**config.mk**
```make
export PLATFORM = sky130hd
export DESIGN_NAME = flag_core_top
export DESIGN_NICKNAME = d
export VERILOG_FILES = /design/src/design/arch_defs_pkg.sv /design/src/design/uop_stream_if.sv /design/src/design/flag_core_top.sv /design/src/design/execute_stage.sv /design/src/design/status_logic_unit.sv /design/src/design/alu.sv /design/src/design/uop_fifo.sv /design/src/design/instr_decoder.sv
export SDC_FILE = /design/constraint.sdc
export NUM_CORES = 1
export LEC_CHECK = 0
export BUFFER_PORTS_ARGS = -buffer_cell sky130_fd_sc_hd__buf_2
export CELL_PAD_IN_SITES_DETAIL_PLACEMENT = 1
export CELL_PAD_IN_SITES_GLOBAL_PLACEMENT = 2
export CORE_MARGIN = 5
export CORE_UTILIZATION = 25
export CTS_CLUSTER_SIZE = 10
export DETAILED_ROUTE_END_ITERATION = 16
export PLACE_DENSITY = 0.55
export SYNTH_ARGS = -nofsm -noshare
export SYNTH_HDL_FRONTEND = slang
export SYNTH_SLANG_ARGS = --single-unit
```
**constraint.sdc**
```tcl
create_clock -name clk -period 6.9 [get_ports clk]
set_input_delay 0.69 -clock clk [delete_from_list [all_inputs] [get_ports clk]]
set_output_delay 0.69 -clock clk [all_outputs]
set_load 0.1 [all_outputs]
```
**src/design/arch_defs_pkg.sv**
```systemverilog
package arch_defs_pkg;

    // Width of operands, results and the status register
    localparam int DATA_WIDTH = 8;

    // Micro-operation buffer depth
    // Keep it a power of two so the FIFO pointers wrap without extra logic
    localparam int FIFO_DEPTH = 4;

    // Pointer and occupancy widths derived from the depth
    localparam int FIFO_PTR_W = $clog2(FIFO_DEPTH);
    localparam int FIFO_CNT_W = $clog2(FIFO_DEPTH + 1);

    // Status register bit positions
    // Every bit above NEG reads zero
    localparam int STATUS_CPU_CARRY = 0;
    localparam int STATUS_CPU_ZERO  = 1;
    localparam int STATUS_CPU_NEG   = 2;

    // Instruction opcodes as they arrive at the top level
    typedef enum logic [4:0] {
        NOP    = 5'd0,
        LDI_A  = 5'd1,
        LDI_B  = 5'd2,
        LDI_C  = 5'd3,
        LDA    = 5'd4,
        PLA    = 5'd5,
        ADD    = 5'd6,
        ADC    = 5'd7,
        SUB    = 5'd8,
        SBC    = 5'd9,
        ROL    = 5'd10,
        ROR    = 5'd11,
        AND_OP = 5'd12,
        OR_OP  = 5'd13,
        XOR_OP = 5'd14,
        INV    = 5'd15,
        INR    = 5'd16,
        DCR    = 5'd17,
        SEC    = 5'd18,
        CLC    = 5'd19
    } opcode_t;

    // ALU operation select
    // ALU_NONE makes the ALU output a zero result
    typedef enum logic [3:0] {
        ALU_NONE = 4'd0,
        ALU_ADD  = 4'd1,
        ALU_ADC  = 4'd2,
        ALU_SUB  = 4'd3,
        ALU_SBC  = 4'd4,
        ALU_ROL  = 4'd5,
        ALU_ROR  = 4'd6,
        ALU_AND  = 4'd7,
        ALU_OR   = 4'd8,
        ALU_XOR  = 4'd9,
        ALU_INV  = 4'd10,
        ALU_INR  = 4'd11,
        ALU_DCR  = 4'd12
    } alu_op_t;

    // Decoded micro-operation passed from the decoder through the FIFO
    // operand_a doubles as the internal bus value and operand_b as the immediate
    typedef struct packed {
        opcode_t                opcode;
        alu_op_t                alu_op;
        logic                   load_sets_zn;
        logic                   set_carry;
        logic                   clear_carry;
        logic [DATA_WIDTH-1:0]  operand_a;
        logic [DATA_WIDTH-1:0]  operand_b;
    } uop_t;

endpackage
```
**src/design/uop_stream_if.sv**
```systemverilog
`timescale 1ns/1ps

interface uop_stream_if #(
    parameter type payload_t = logic
);

    // Handshake pair
    // A beat moves on a clock edge where both are high
    logic     valid;
    logic     ready;

    // Beat contents, held stable by the source while stalled
    payload_t payload;

    // Producer side of the stream
    modport source (
        output valid,
        output payload,
        input  ready
    );

    // Consumer side of the stream
    modport sink (
        input  valid,
        input  payload,
        output ready
    );

endinterface

```
**src/design/flag_core_top.sv**
```systemverilog
`timescale 1ns/1ps

module flag_core_top (
    input  logic                                 clk,
    input  logic                                 rst,
    input  logic                                 instr_valid,
    input  arch_defs_pkg::opcode_t               instr_opcode,
    input  logic [arch_defs_pkg::DATA_WIDTH-1:0] instr_operand_a,
    input  logic [arch_defs_pkg::DATA_WIDTH-1:0] instr_operand_b,
    output logic                                 instr_ready,
    input  logic                                 result_ready,
    output logic                                 result_valid,
    output logic [arch_defs_pkg::DATA_WIDTH-1:0] result_data,
    output logic [arch_defs_pkg::DATA_WIDTH-1:0] status
);

    import arch_defs_pkg::*;

    // Decoder to buffer stream
    uop_stream_if #(.payload_t(uop_t)) dec_to_fifo ();

    // Buffer to execute stream
    uop_stream_if #(.payload_t(uop_t)) fifo_to_exe ();

    // Registered decode of each accepted instruction
    instr_decoder instr_decoder_inst (
        .clk             (clk),
        .rst             (rst),
        .instr_valid     (instr_valid),
        .instr_opcode    (instr_opcode),
        .instr_operand_a (instr_operand_a),
        .instr_operand_b (instr_operand_b),
        .instr_ready     (instr_ready),
        .uop_out         (dec_to_fifo.source)
    );

    // Four entries of slack between decode and execute
    uop_fifo #(.payload_t(uop_t)) uop_fifo_inst (
        .clk  (clk),
        .rst  (rst),
        .push (dec_to_fifo.sink),
        .pop  (fifo_to_exe.source)
    );

    // ALU, flag update and the result beat
    execute_stage execute_stage_inst (
        .clk          (clk),
        .rst          (rst),
        .result_ready (result_ready),
        .uop_in       (fifo_to_exe.sink),
        .result_valid (result_valid),
        .result_data  (result_data),
        .status       (status)
    );

endmodule

```
**src/design/execute_stage.sv**
```systemverilog
`timescale 1ns/1ps

module execute_stage (
    input  logic                                 clk,
    input  logic                                 rst,
    input  logic                                 result_ready,
    uop_stream_if.sink                           uop_in,
    output logic                                 result_valid,
    output logic [arch_defs_pkg::DATA_WIDTH-1:0] result_data,
    output logic [arch_defs_pkg::DATA_WIDTH-1:0] status
);

    import arch_defs_pkg::*;

    uop_t                  uop;
    logic                  take;
    logic [DATA_WIDTH-1:0] alu_result;
    logic                  alu_zero;
    logic                  alu_carry;
    logic                  alu_negative;
    logic                  zero_next;
    logic                  negative_next;
    logic                  carry_next;
    logic [DATA_WIDTH-1:0] status_next;

    assign uop = uop_in.payload;

    // The result slot frees up when empty or when its beat is taken this cycle
    assign uop_in.ready = !result_valid || result_ready;
    assign take         = uop_in.valid && uop_in.ready;

    // Carry in comes straight from the status register
    alu alu_inst (
        .alu_op_in        (uop.alu_op),
        .a_in             (uop.operand_a),
        .b_in             (uop.operand_b),
        .carry_in         (status[STATUS_CPU_CARRY]),
        .result_out       (alu_result),
        .alu_zero_out     (alu_zero),
        .alu_carry_out    (alu_carry),
        .alu_negative_out (alu_negative)
    );

    status_logic_unit status_logic_unit_inst (
        .alu_zero_in         (alu_zero),
        .alu_carry_in        (alu_carry),
        .alu_negative_in     (alu_negative),
        .load_sets_zn_in     (uop.load_sets_zn),
        .opcode_in           (uop.opcode),
        .temp_1_out_in       (uop.operand_b),
        .internal_bus_in     (uop.operand_a),
        .alu_op_in           (uop.alu_op),
        .current_status_in   (status),
        .set_carry_flag_in   (uop.set_carry),
        .clear_carry_flag_in (uop.clear_carry),
        .zero_flag_out       (zero_next),
        .negative_flag_out   (negative_next),
        .carry_flag_out      (carry_next)
    );

    // Pack the three flags into their status positions, other bits read zero
    always_comb begin
        status_next                   = '0;
        status_next[STATUS_CPU_CARRY] = carry_next;
        status_next[STATUS_CPU_ZERO]  = zero_next;
        status_next[STATUS_CPU_NEG]   = negative_next;
    end

    // Result slot and status register
    // Loads, SEC, CLC and NOP reach here with ALU_NONE, so their result is zero
    always_ff @(posedge clk) begin
        if (rst) begin
            result_valid <= 1'b0;
            result_data  <= '0;
            status       <= '0;
        end else begin
            if (take) begin
                result_valid <= 1'b1;
                result_data  <= alu_result;
                status       <= status_next;
            end else if (result_ready) begin
                result_valid <= 1'b0;
            end
        end
    end

endmodule

```
**src/design/status_logic_unit.sv**
```systemverilog
`timescale 1ns/1ps

module status_logic_unit (
    // Raw ALU flags
    input  logic                                 alu_zero_in,
    input  logic                                 alu_carry_in,
    input  logic                                 alu_negative_in,
    // Load indication and the opcode that picks the load source
    input  logic                                 load_sets_zn_in,
    input  arch_defs_pkg::opcode_t               opcode_in,
    // Immediate for LDI_x and internal bus for LDA and PLA
    input  logic [arch_defs_pkg::DATA_WIDTH-1:0] temp_1_out_in,
    input  logic [arch_defs_pkg::DATA_WIDTH-1:0] internal_bus_in,
    input  arch_defs_pkg::alu_op_t               alu_op_in,
    input  logic [arch_defs_pkg::DATA_WIDTH-1:0] current_status_in,
    // Explicit carry controls from SEC and CLC
    input  logic                                 set_carry_flag_in,
    input  logic                                 clear_carry_flag_in,
    output logic                                 zero_flag_out,
    output logic                                 negative_flag_out,
    output logic                                 carry_flag_out
);

    import arch_defs_pkg::*;

    // Data that a load places on the destination
    logic [DATA_WIDTH-1:0] load_data;

    // Pick the load source from the opcode
    always_comb begin
        case (opcode_in)
            LDI_A, LDI_B, LDI_C: load_data = temp_1_out_in;
            LDA, PLA:            load_data = internal_bus_in;
            default:             load_data = '0;
        endcase
    end

    // Next flag selection
    always_comb begin
        // Start from the present status so unlisted cases keep every flag
        zero_flag_out     = current_status_in[STATUS_CPU_ZERO];
        negative_flag_out = current_status_in[STATUS_CPU_NEG];
        carry_flag_out    = current_status_in[STATUS_CPU_CARRY];

        if (load_sets_zn_in) begin
            // Loads rewrite Z and N and never touch C
            zero_flag_out     = (load_data == '0);
            negative_flag_out = load_data[DATA_WIDTH-1];
        end else begin
            case (alu_op_in)
                // Arithmetic and rotates update all three flags
                ALU_ADD, ALU_ADC, ALU_SUB, ALU_SBC, ALU_ROL, ALU_ROR: begin
                    zero_flag_out     = alu_zero_in;
                    negative_flag_out = alu_negative_in;
                    carry_flag_out    = alu_carry_in;
                end
                // Bitwise operations force C low
                ALU_AND, ALU_OR, ALU_XOR, ALU_INV: begin
                    zero_flag_out     = alu_zero_in;
                    negative_flag_out = alu_negative_in;
                    carry_flag_out    = 1'b0;
                end
                // Increment and decrement keep C
                ALU_INR, ALU_DCR: begin
                    zero_flag_out     = alu_zero_in;
                    negative_flag_out = alu_negative_in;
                end
                default: carry_flag_out = current_status_in[STATUS_CPU_CARRY];
            endcase
        end

        // SEC and CLC win over everything else for C
        if (set_carry_flag_in) begin
            carry_flag_out = 1'b1;
        end else if (clear_carry_flag_in) begin
            carry_flag_out = 1'b0;
        end
    end

endmodule

```
**src/design/alu.sv**
```systemverilog
`timescale 1ns/1ps

module alu (
    input  arch_defs_pkg::alu_op_t               alu_op_in,
    input  logic [arch_defs_pkg::DATA_WIDTH-1:0] a_in,
    input  logic [arch_defs_pkg::DATA_WIDTH-1:0] b_in,
    input  logic                                 carry_in,
    output logic [arch_defs_pkg::DATA_WIDTH-1:0] result_out,
    output logic                                 alu_zero_out,
    output logic                                 alu_carry_out,
    output logic                                 alu_negative_out
);

    import arch_defs_pkg::*;

    // One shared adder serves ADD, ADC, SUB and SBC
    logic [DATA_WIDTH-1:0] adder_b;
    logic                  adder_cin;
    logic [DATA_WIDTH:0]   adder_sum;

    // Subtraction is a plus the inverted b, so carry out means no borrow
    always_comb begin
        adder_b   = b_in;
        adder_cin = 1'b0;
        case (alu_op_in)
            ALU_ADC: adder_cin = carry_in;
            ALU_SUB: begin
                adder_b   = ~b_in;
                adder_cin = 1'b1;
            end
            // Borrow in is the inverse of C
            ALU_SBC: begin
                adder_b   = ~b_in;
                adder_cin = carry_in;
            end
            default: adder_cin = 1'b0;
        endcase
    end

    assign adder_sum = {1'b0, a_in} + {1'b0, adder_b} + {{DATA_WIDTH{1'b0}}, adder_cin};

    // Result and raw carry selection
    always_comb begin
        result_out    = '0;
        alu_carry_out = 1'b0;
        case (alu_op_in)
            ALU_ADD, ALU_ADC, ALU_SUB, ALU_SBC: begin
                {alu_carry_out, result_out} = adder_sum;
            end
            // Rotates go through the carry bit
            ALU_ROL: begin
                result_out    = {a_in[DATA_WIDTH-2:0], carry_in};
                alu_carry_out = a_in[DATA_WIDTH-1];
            end
            ALU_ROR: begin
                result_out    = {carry_in, a_in[DATA_WIDTH-1:1]};
                alu_carry_out = a_in[0];
            end
            ALU_AND: result_out = a_in & b_in;
            ALU_OR:  result_out = a_in | b_in;
            ALU_XOR: result_out = a_in ^ b_in;
            ALU_INV: result_out = ~a_in;
            // Step carries are reported raw but the status unit ignores them
            ALU_INR: begin
                {alu_carry_out, result_out} = {1'b0, a_in} + 1'b1;
            end
            ALU_DCR: begin
                result_out    = a_in - 1'b1;
                alu_carry_out = (a_in != '0);
            end
            default: result_out = '0;
        endcase
    end

    assign alu_zero_out     = (result_out == '0);
    assign alu_negative_out = result_out[DATA_WIDTH-1];

endmodule

```
**src/design/uop_fifo.sv**
```systemverilog
`timescale 1ns/1ps

module uop_fifo #(
    parameter type payload_t = logic
) (
    input  logic        clk,
    input  logic        rst,
    uop_stream_if.sink   push,
    uop_stream_if.source pop
);

    import arch_defs_pkg::*;

    // Circular storage
    payload_t mem [FIFO_DEPTH];

    // Pointers wrap naturally because the depth is a power of two
    logic [FIFO_PTR_W-1:0] wr_ptr;
    logic [FIFO_PTR_W-1:0] rd_ptr;
    logic [FIFO_CNT_W-1:0] count;

    logic do_push;
    logic do_pop;

    assign do_push = push.valid && push.ready;
    assign do_pop  = pop.valid && pop.ready;

    // Full blocks the writer even when a pop happens in the same cycle
    assign push.ready = (count != FIFO_CNT_W'(FIFO_DEPTH));

    // Head is driven purely from flops, so a new entry shows up one cycle after its push
    assign pop.valid   = (count != '0);
    assign pop.payload = mem[rd_ptr];

    // Pointer and occupancy tracking
    always_ff @(posedge clk) begin
        if (rst) begin
            wr_ptr <= '0;
            rd_ptr <= '0;
            count  <= '0;
        end else begin
            if (do_push) begin
                wr_ptr <= wr_ptr + 1'b1;
            end
            if (do_pop) begin
                rd_ptr <= rd_ptr + 1'b1;
            end
            // Simultaneous push and pop leaves the count as it is
            case ({do_push, do_pop})
                2'b10:   count <= count + 1'b1;
                2'b01:   count <= count - 1'b1;
                default: count <= count;
            endcase
        end
    end

    // Entry write
    always_ff @(posedge clk) begin
        if (do_push) begin
            mem[wr_ptr] <= push.payload;
        end
    end

endmodule

```
**src/design/instr_decoder.sv**
```systemverilog
`timescale 1ns/1ps

module instr_decoder (
    input  logic                                clk,
    input  logic                                rst,
    input  logic                                instr_valid,
    input  arch_defs_pkg::opcode_t              instr_opcode,
    input  logic [arch_defs_pkg::DATA_WIDTH-1:0] instr_operand_a,
    input  logic [arch_defs_pkg::DATA_WIDTH-1:0] instr_operand_b,
    output logic                                instr_ready,
    uop_stream_if.source                        uop_out
);

    import arch_defs_pkg::*;

    // Decoded form of the instruction currently on the input pins
    uop_t dec_uop;

    // Output register and its occupancy flag
    uop_t uop_q;
    logic valid_q;

    // Map the opcode to its ALU operation and flag controls
    always_comb begin
        dec_uop.opcode       = instr_opcode;
        dec_uop.alu_op       = ALU_NONE;
        dec_uop.load_sets_zn = 1'b0;
        dec_uop.set_carry    = 1'b0;
        dec_uop.clear_carry  = 1'b0;
        dec_uop.operand_a    = instr_operand_a;
        dec_uop.operand_b    = instr_operand_b;

        case (instr_opcode)
            // All five loads take Z and N from their data source and keep C
            LDI_A, LDI_B, LDI_C, LDA, PLA: begin
                dec_uop.load_sets_zn = 1'b1;
            end
            ADD:    dec_uop.alu_op = ALU_ADD;
            ADC:    dec_uop.alu_op = ALU_ADC;
            SUB:    dec_uop.alu_op = ALU_SUB;
            SBC:    dec_uop.alu_op = ALU_SBC;
            ROL:    dec_uop.alu_op = ALU_ROL;
            ROR:    dec_uop.alu_op = ALU_ROR;
            AND_OP: dec_uop.alu_op = ALU_AND;
            OR_OP:  dec_uop.alu_op = ALU_OR;
            XOR_OP: dec_uop.alu_op = ALU_XOR;
            INV:    dec_uop.alu_op = ALU_INV;
            INR:    dec_uop.alu_op = ALU_INR;
            DCR:    dec_uop.alu_op = ALU_DCR;
            // Explicit carry controls leave the ALU idle
            SEC: begin
                dec_uop.set_carry = 1'b1;
            end
            CLC: begin
                dec_uop.clear_carry = 1'b1;
            end
            // NOP and any unused code become a micro-operation that changes nothing
            default: begin
                dec_uop.alu_op = ALU_NONE;
            end
        endcase
    end

    // The stage can accept when the register is empty or is being drained this cycle
    assign instr_ready = !valid_q || uop_out.ready;

    // Valid bit follows the input handshake
    always_ff @(posedge clk) begin
        if (rst) begin
            valid_q <= 1'b0;
        end else if (instr_ready) begin
            valid_q <= instr_valid;
        end
    end

    // Payload only loads on an accepted instruction, so it holds while stalled
    always_ff @(posedge clk) begin
        if (instr_ready && instr_valid) begin
            uop_q <= dec_uop;
        end
    end

    assign uop_out.valid   = valid_q;
    assign uop_out.payload = uop_q;

endmodule

```
# Yosys cells after proc, flatten, opt, wreduce, memory -nomap -nowiden
# Memory sizes are Yosys's and may differ from the RTL's. A register that Yosys moved wholly into a read port is not among the register bits.
# Cells that the tools add are included.
[op_classes] muxes=24 bitwise_logic=5 reduce_logical=26 add_sub_neg=8 n_eq_ne=40
[op_table] operator="$pmux W8 S9" n=1
[op_table] operator="$pmux W4 S12" n=1
[op_table] operator="$eq A5 B4 Y1 const B" n=8
[op_table] operator="$eq A5 B3 Y1 const B" n=6
[op_table] operator="$eq A4 B4 Y1 const B" n=5
[op_table] operator="$eq A5 B2 Y1 const B" n=4
[op_table] operator="$eq A5 B5 Y1 const B" n=4
[op_table] operator="$eq A4 B3 Y1 const B" n=4
[op_table] operator="$logic_not A8 Y1" n=2
[op_table] operator="$not A8 Y8" n=2
[op_table] operator="$pmux W8 S2" n=1
[op_table] operator="$mux W1" n=14
[op_table] operator="$reduce_or A12 Y1" n=1
[op_table] operator="$eq A5 B1 Y1 const B" n=2
[op_table] operator="$add A8 B1 Y9 const B" n=1
[op_table] operator="$add A8 B8 Y9" n=1
[op_table] operator="$add A9 B1 Y9" n=1
[op_table] operator="$and A8 B8 Y8" n=1
[op_table] operator="$eq A4 B2 Y1 const B" n=2
[op_table] operator="$mux W8" n=1
[op_table] operator="$or A8 B8 Y8" n=1
[op_table] operator="$reduce_bool A8 Y1" n=1
[op_table] operator="$reduce_or A4 Y1" n=2
[op_table] operator="$sub A8 B1 Y8 const B" n=1
[op_table] operator="other kinds (24)" n=36
[totals] mem_bits_rw=112 ff_bits=48 memories=1 output_inout_bits=18 inputBits=25 wordCells=119
[memory_table] memory="uop_fifo_inst.mem" depth=4 word_bits=28 read_ports=1 rd_ports_with_merged_regs=1 wr=1 line="uop_fifo.sv:15" source="payload_t mem [FIFO_DEPTH];"

# Logic depth before layout (Yosys ltp)
[logic_depth] ltp_word=10 depth_mapped=19 depth_no_buf=16

# By module
# From an unflattened synthesis, not the netlist that was laid out.
[unflattened] hier_cells=568 hier_area_um2=8077.7
[modules_own_cells] module="uop_fifo" seq_area_each_um2=3543.4 area_each_um2=4566.9 cells_each=198 instances=1
[modules_own_cells] module="alu" seq_area_each_um2=0.0 area_each_um2=1696.6 cells_each=227 instances=1
[modules_own_cells] module="instr_decoder" seq_area_each_um2=860.8 area_each_um2=1036.0 cells_each=56 instances=1
[modules_own_cells] module="execute_stage" seq_area_each_um2=240.2 area_each_um2=591.8 cells_each=60 instances=1
[modules_own_cells] module="status_logic_unit" seq_area_each_um2=0.0 area_each_um2=186.4 cells_each=27 instances=1

# Worst setup path before layout
# OpenSTA, ideal clock, no wires.
[synth_timing] kind="register to register" start="register (tool-made name)" end="register execute_stage_inst.status[1] in the netlist's numbering" path_buffers=2 setup_time_ps=92 path_stages_with_launch=18 period_less_slack_ps=4387 setup_slack_ps=2513 arrival_ps=4295 required_time_ps=6808 path_cell_list="dfxtp_1 > mux4_1 > clkbuf_1 > clkbuf_1 > nor2b_1 > nand2_1 > and2_1 > nor2_2 > xnor2_1 > fa_1 > fa_1 > a21o_1 > a21o_1 > a21o_1 > a211oi_1 > o211ai_1 > nand4b_1 > o32ai_1"
[synth_rtl] item="to (signal assigned)" line="execute_stage.sv:80" source="status <= status_next;"
[synth_rtl] item="to (decl)" line="execute_stage.sv:10" source="output logic [arch_defs_pkg::DATA_WIDTH-1:0] status"

==> impl_metrics.py <==
metrics = {
    "clock_tree": {
        "cts_buffer_depth": 2,
        "clock_latency_ns": 0.43,
        "cts.clk_slew.worst_paths_ns": 0.07,
        "cts_tree": "yes",
        "cts_setup_buffers": 0,
        "cts_buffers": 17,
        "cts_resized": 0,
        "cts-root-buf": "clkbuf_16",
        "cts_sinks": 162,
        "cts_max_level": 4,
        "cts_hold_buf": 0,
    },
    "finish": {
        "diodes": 0,
        "layout_commonest_cell": "edfxtp_1",
        "syn2layout_area_growth_pct": 14.7,
        "layout.nets": 647,
        "drive_above_1_share_pct": 19.0,
        "nFillCells": 3294,
        "fin_area_um2": 8880,
        "final_cell_mix": "edfxtp_1, buf_2, nor2_1",
    },
    "synth": {
        "synthArstFlopShare_pct": 0,
        "synth_area_per_cell_um2": 14.0,
        "ys_seq_area_share_pct": 59.9,
        "synthDistinctLibCells": 71,
        "synth_area_leaders": "edfxtp_1, mux4_2, dfxtp_1",
        "syn_inst": 555,
        "syn_area_um2": 7750,
        "synth-seq-cells": 162,
        "synth.top_cell.area_share_pct": 54.3,
        "synth_edf_count": 140,
        "synth_ff_type": "edfxtp_1",
        "synth_top_cell_by_area": "edfxtp_1",
        "yosysWarnings": 0,
    },
    "critical_path": {
        "crit_family": "simple AND/OR/NAND/NOR gates",
        "path_buf_inv": 0,
        "crit_cells": 14,
        "worstPathCellList": "mux4_2, nor2_1, nand2_1, and2_1, nor2_2, xnor2_1, fa_1, a21oi_1, o22ai_1, nor3b_1, o31ai_1, nand4_1, or4_1, o32ai_1",
        "reg2reg_depth": 14,
        "arrival_ns": 5.95,
        "end_kind": "register",
        "critPathMaxFanout": 33,
        "cp_slowest_cell": "mux4_2",
        "cp_data_required_time_ns": 7.23,
        "slowest_delay_ns": 0.89,
        "crit_type": "reg2reg",
        "crit_path_start_kind": "register",
    },
    "routing": {
        "ant_nets": 0,
        "drtIter0Drc": 295,
        "drc": 0,
        "dr.pass1.iters": 4,
        "wl_um": 19900,
        "wire_per_inst_um": 20.0,
        "route.vias.total": 4775,
        "vias_per_cell": 4.79,
    },
    "global_routing": {
        "grt_antenna_before_repair": 0,
        "grt_max_degree": 34,
        "track_usage_pct": 11.8,
        "overflow": 0,
        "grt_pass1_wl_um": 30600,
        "grt_pass1_vias": 5112,
    },
    "floorplan": {
        "initial_core_util_pct": 25.3,
        "die_area_um2": 34600,
        "num_io_pins": 43,
        "rows": 64,
        "coreArea_um2": 30600,
        "die_w_um": 186,
        "fp.dieH_um": 186,
    },
    "sta": {
        "tightest_slew_ns": 1.36,
        "drv_slew": 0,
        "slew_headroom_pct": 8.06,
        "period_needed_ns": 5.62,
        "rsz0062_at_grt": "false",
        "tns_ns": 0,
        "setup_viol": 0,
        "hold_viol": 0,
        "fmax_mhz": 178,
        "final.setup_skew_ns": 0.0163,
        "post-route-period-util_pct": 81.5,
    },
    "placement": {
        "dp_hpwl_um": 14000,
        "dpl_cell_area_um2": 8310,
        "place.gp.congestion": 0.845,
        "port_buffers": 37,
    },
    "power_and_ir_drop": {
        "switching_share_pct": 41.6,
        "p_leak_nw": 3.04,
        "ir_worst_vdd_mv": 0.192,
        "power_frac_comb_pct": 44.8,
        "p_int_mw": 2.30,
        "p_switching_mw": 1.64,
        "p_seq_share_pct": 31.5,
        "power_frac_clock_pct": 23.8,
        "powerDensity_nw_per_um2": 444,
    },
    "hold_path": {
        "worstHoldPathType": "in2reg",
        "hold_path_depth": 1,
    },
    "run_status": {
        "outcome": "finished, final reports clean",
    },
    "flow_run": {
        "maxCapViolCount": 0,
    },
}
[sequential cells by signal, summed over array words and instances, names as in the netlist, named ones only]
name / flops
uop_fifo_inst.wr_ptr: 2
uop_fifo_inst.rd_ptr: 2
execute_stage_inst.result_data: 8
uop_fifo_inst.count: 3
execute_stage_inst.status: 3
execute_stage_inst.result_valid: 1
uop_fifo_inst.mem: 112
instr_decoder_inst.uop_out.valid: 1
instr_decoder_inst.uop_out.payload: 28
[synth_stat cells, types with 5 or more instances]
master / count
ha_1: 31
inv_1: 32
o32ai_1: 9
dfxtp_1: 22
nor2_1: 36
nor3_1: 9
a22oi_1: 5
nand2b_1: 6
xnor2_1: 17
nand2_1: 19
nand3_1: 7
mux4_2: 23
and2_1: 6
a211oi_1: 6
a21oi_1: 29
o221ai_1: 5
mux2i_1: 8
o21ai_0: 20
buf_4: 7
buf_6: 5
nor2b_1: 5
edfxtp_1: 140
clkbuf_1: 11
[area by class of cell]
type | instances | area (um2) | area share, %
Sequential cell | 162 | 4650 | 52.3
Tap cell | 396 | 495 | 5.58
Multi-Input combinational cell | 335 | 2840 | 31.9
Inverter | 32 | 120 | 1.35
Clock inverter | 12 | 145 | 1.63
Clock buffer | 19 | 433 | 4.87
Timing Repair Buffer | 40 | 208 | 2.34
[stage by stage]
stage	utilization [%]	power [mW]	setup WS [ns]	std cells	hold WS (ns)
floorplan	-	2.57	2.51	559	0.459
global placement	27.2	3.00	1.49	965	0.468
detailed placement	27.2	3.04	1.26	965	0.484
CTS	29.0	3.99	1.23	996	0.416
global route	29.0	4.19	0.884	996	0.420
finish	29.0	3.94	1.28	996	0.436
[per-layer routing]
metal	vias to the layer above	GRT usage, %	wire (um)
li1	2206	-	-
met1	2437	16.1	9270
met5	-	0	0
met3	19	2.66	847
met2	113	19.1	9490
met4	0	2.86	337
[final timing paths]
path,start,to,slack (ns)
min reg2reg,execute_stage_inst.result_valid,execute_stage_inst.result_valid,0.49
max reg2reg,register,execute_stage_inst.status[1],1.28
min,instr_operand_b[2],instr_decoder_inst.uop_out.payload[2],0.44
max,register,execute_stage_inst.status[1],1.28
[power by group through the flow]
stage               sequential [mW]  clock, mW  combinational (mW)
floorplan                      1.40          0                1.17
global placement               1.26          0                1.74
detailed placement             1.27          0                1.77
CTS                            1.25      0.965                1.78
global route                   1.26       1.01                1.92
finish                         1.24      0.936                1.77
[logic make-up after synthesis]
| kind of cell | share of synthesized area [%] |
|---|---|
| and+or+nand+nor | 8.80 |
| DFF | 59.9 |
| AOI/OAI and AO/OA | 10.1 |
| adders and majority gates | 5.78 |
| other | 0.0484 |
| muxes | 9.03 |
| xor gates and xnor gates | 2.37 |
| buffers and inverters | 3.89 |
Power figures use the tool's default switching activity.
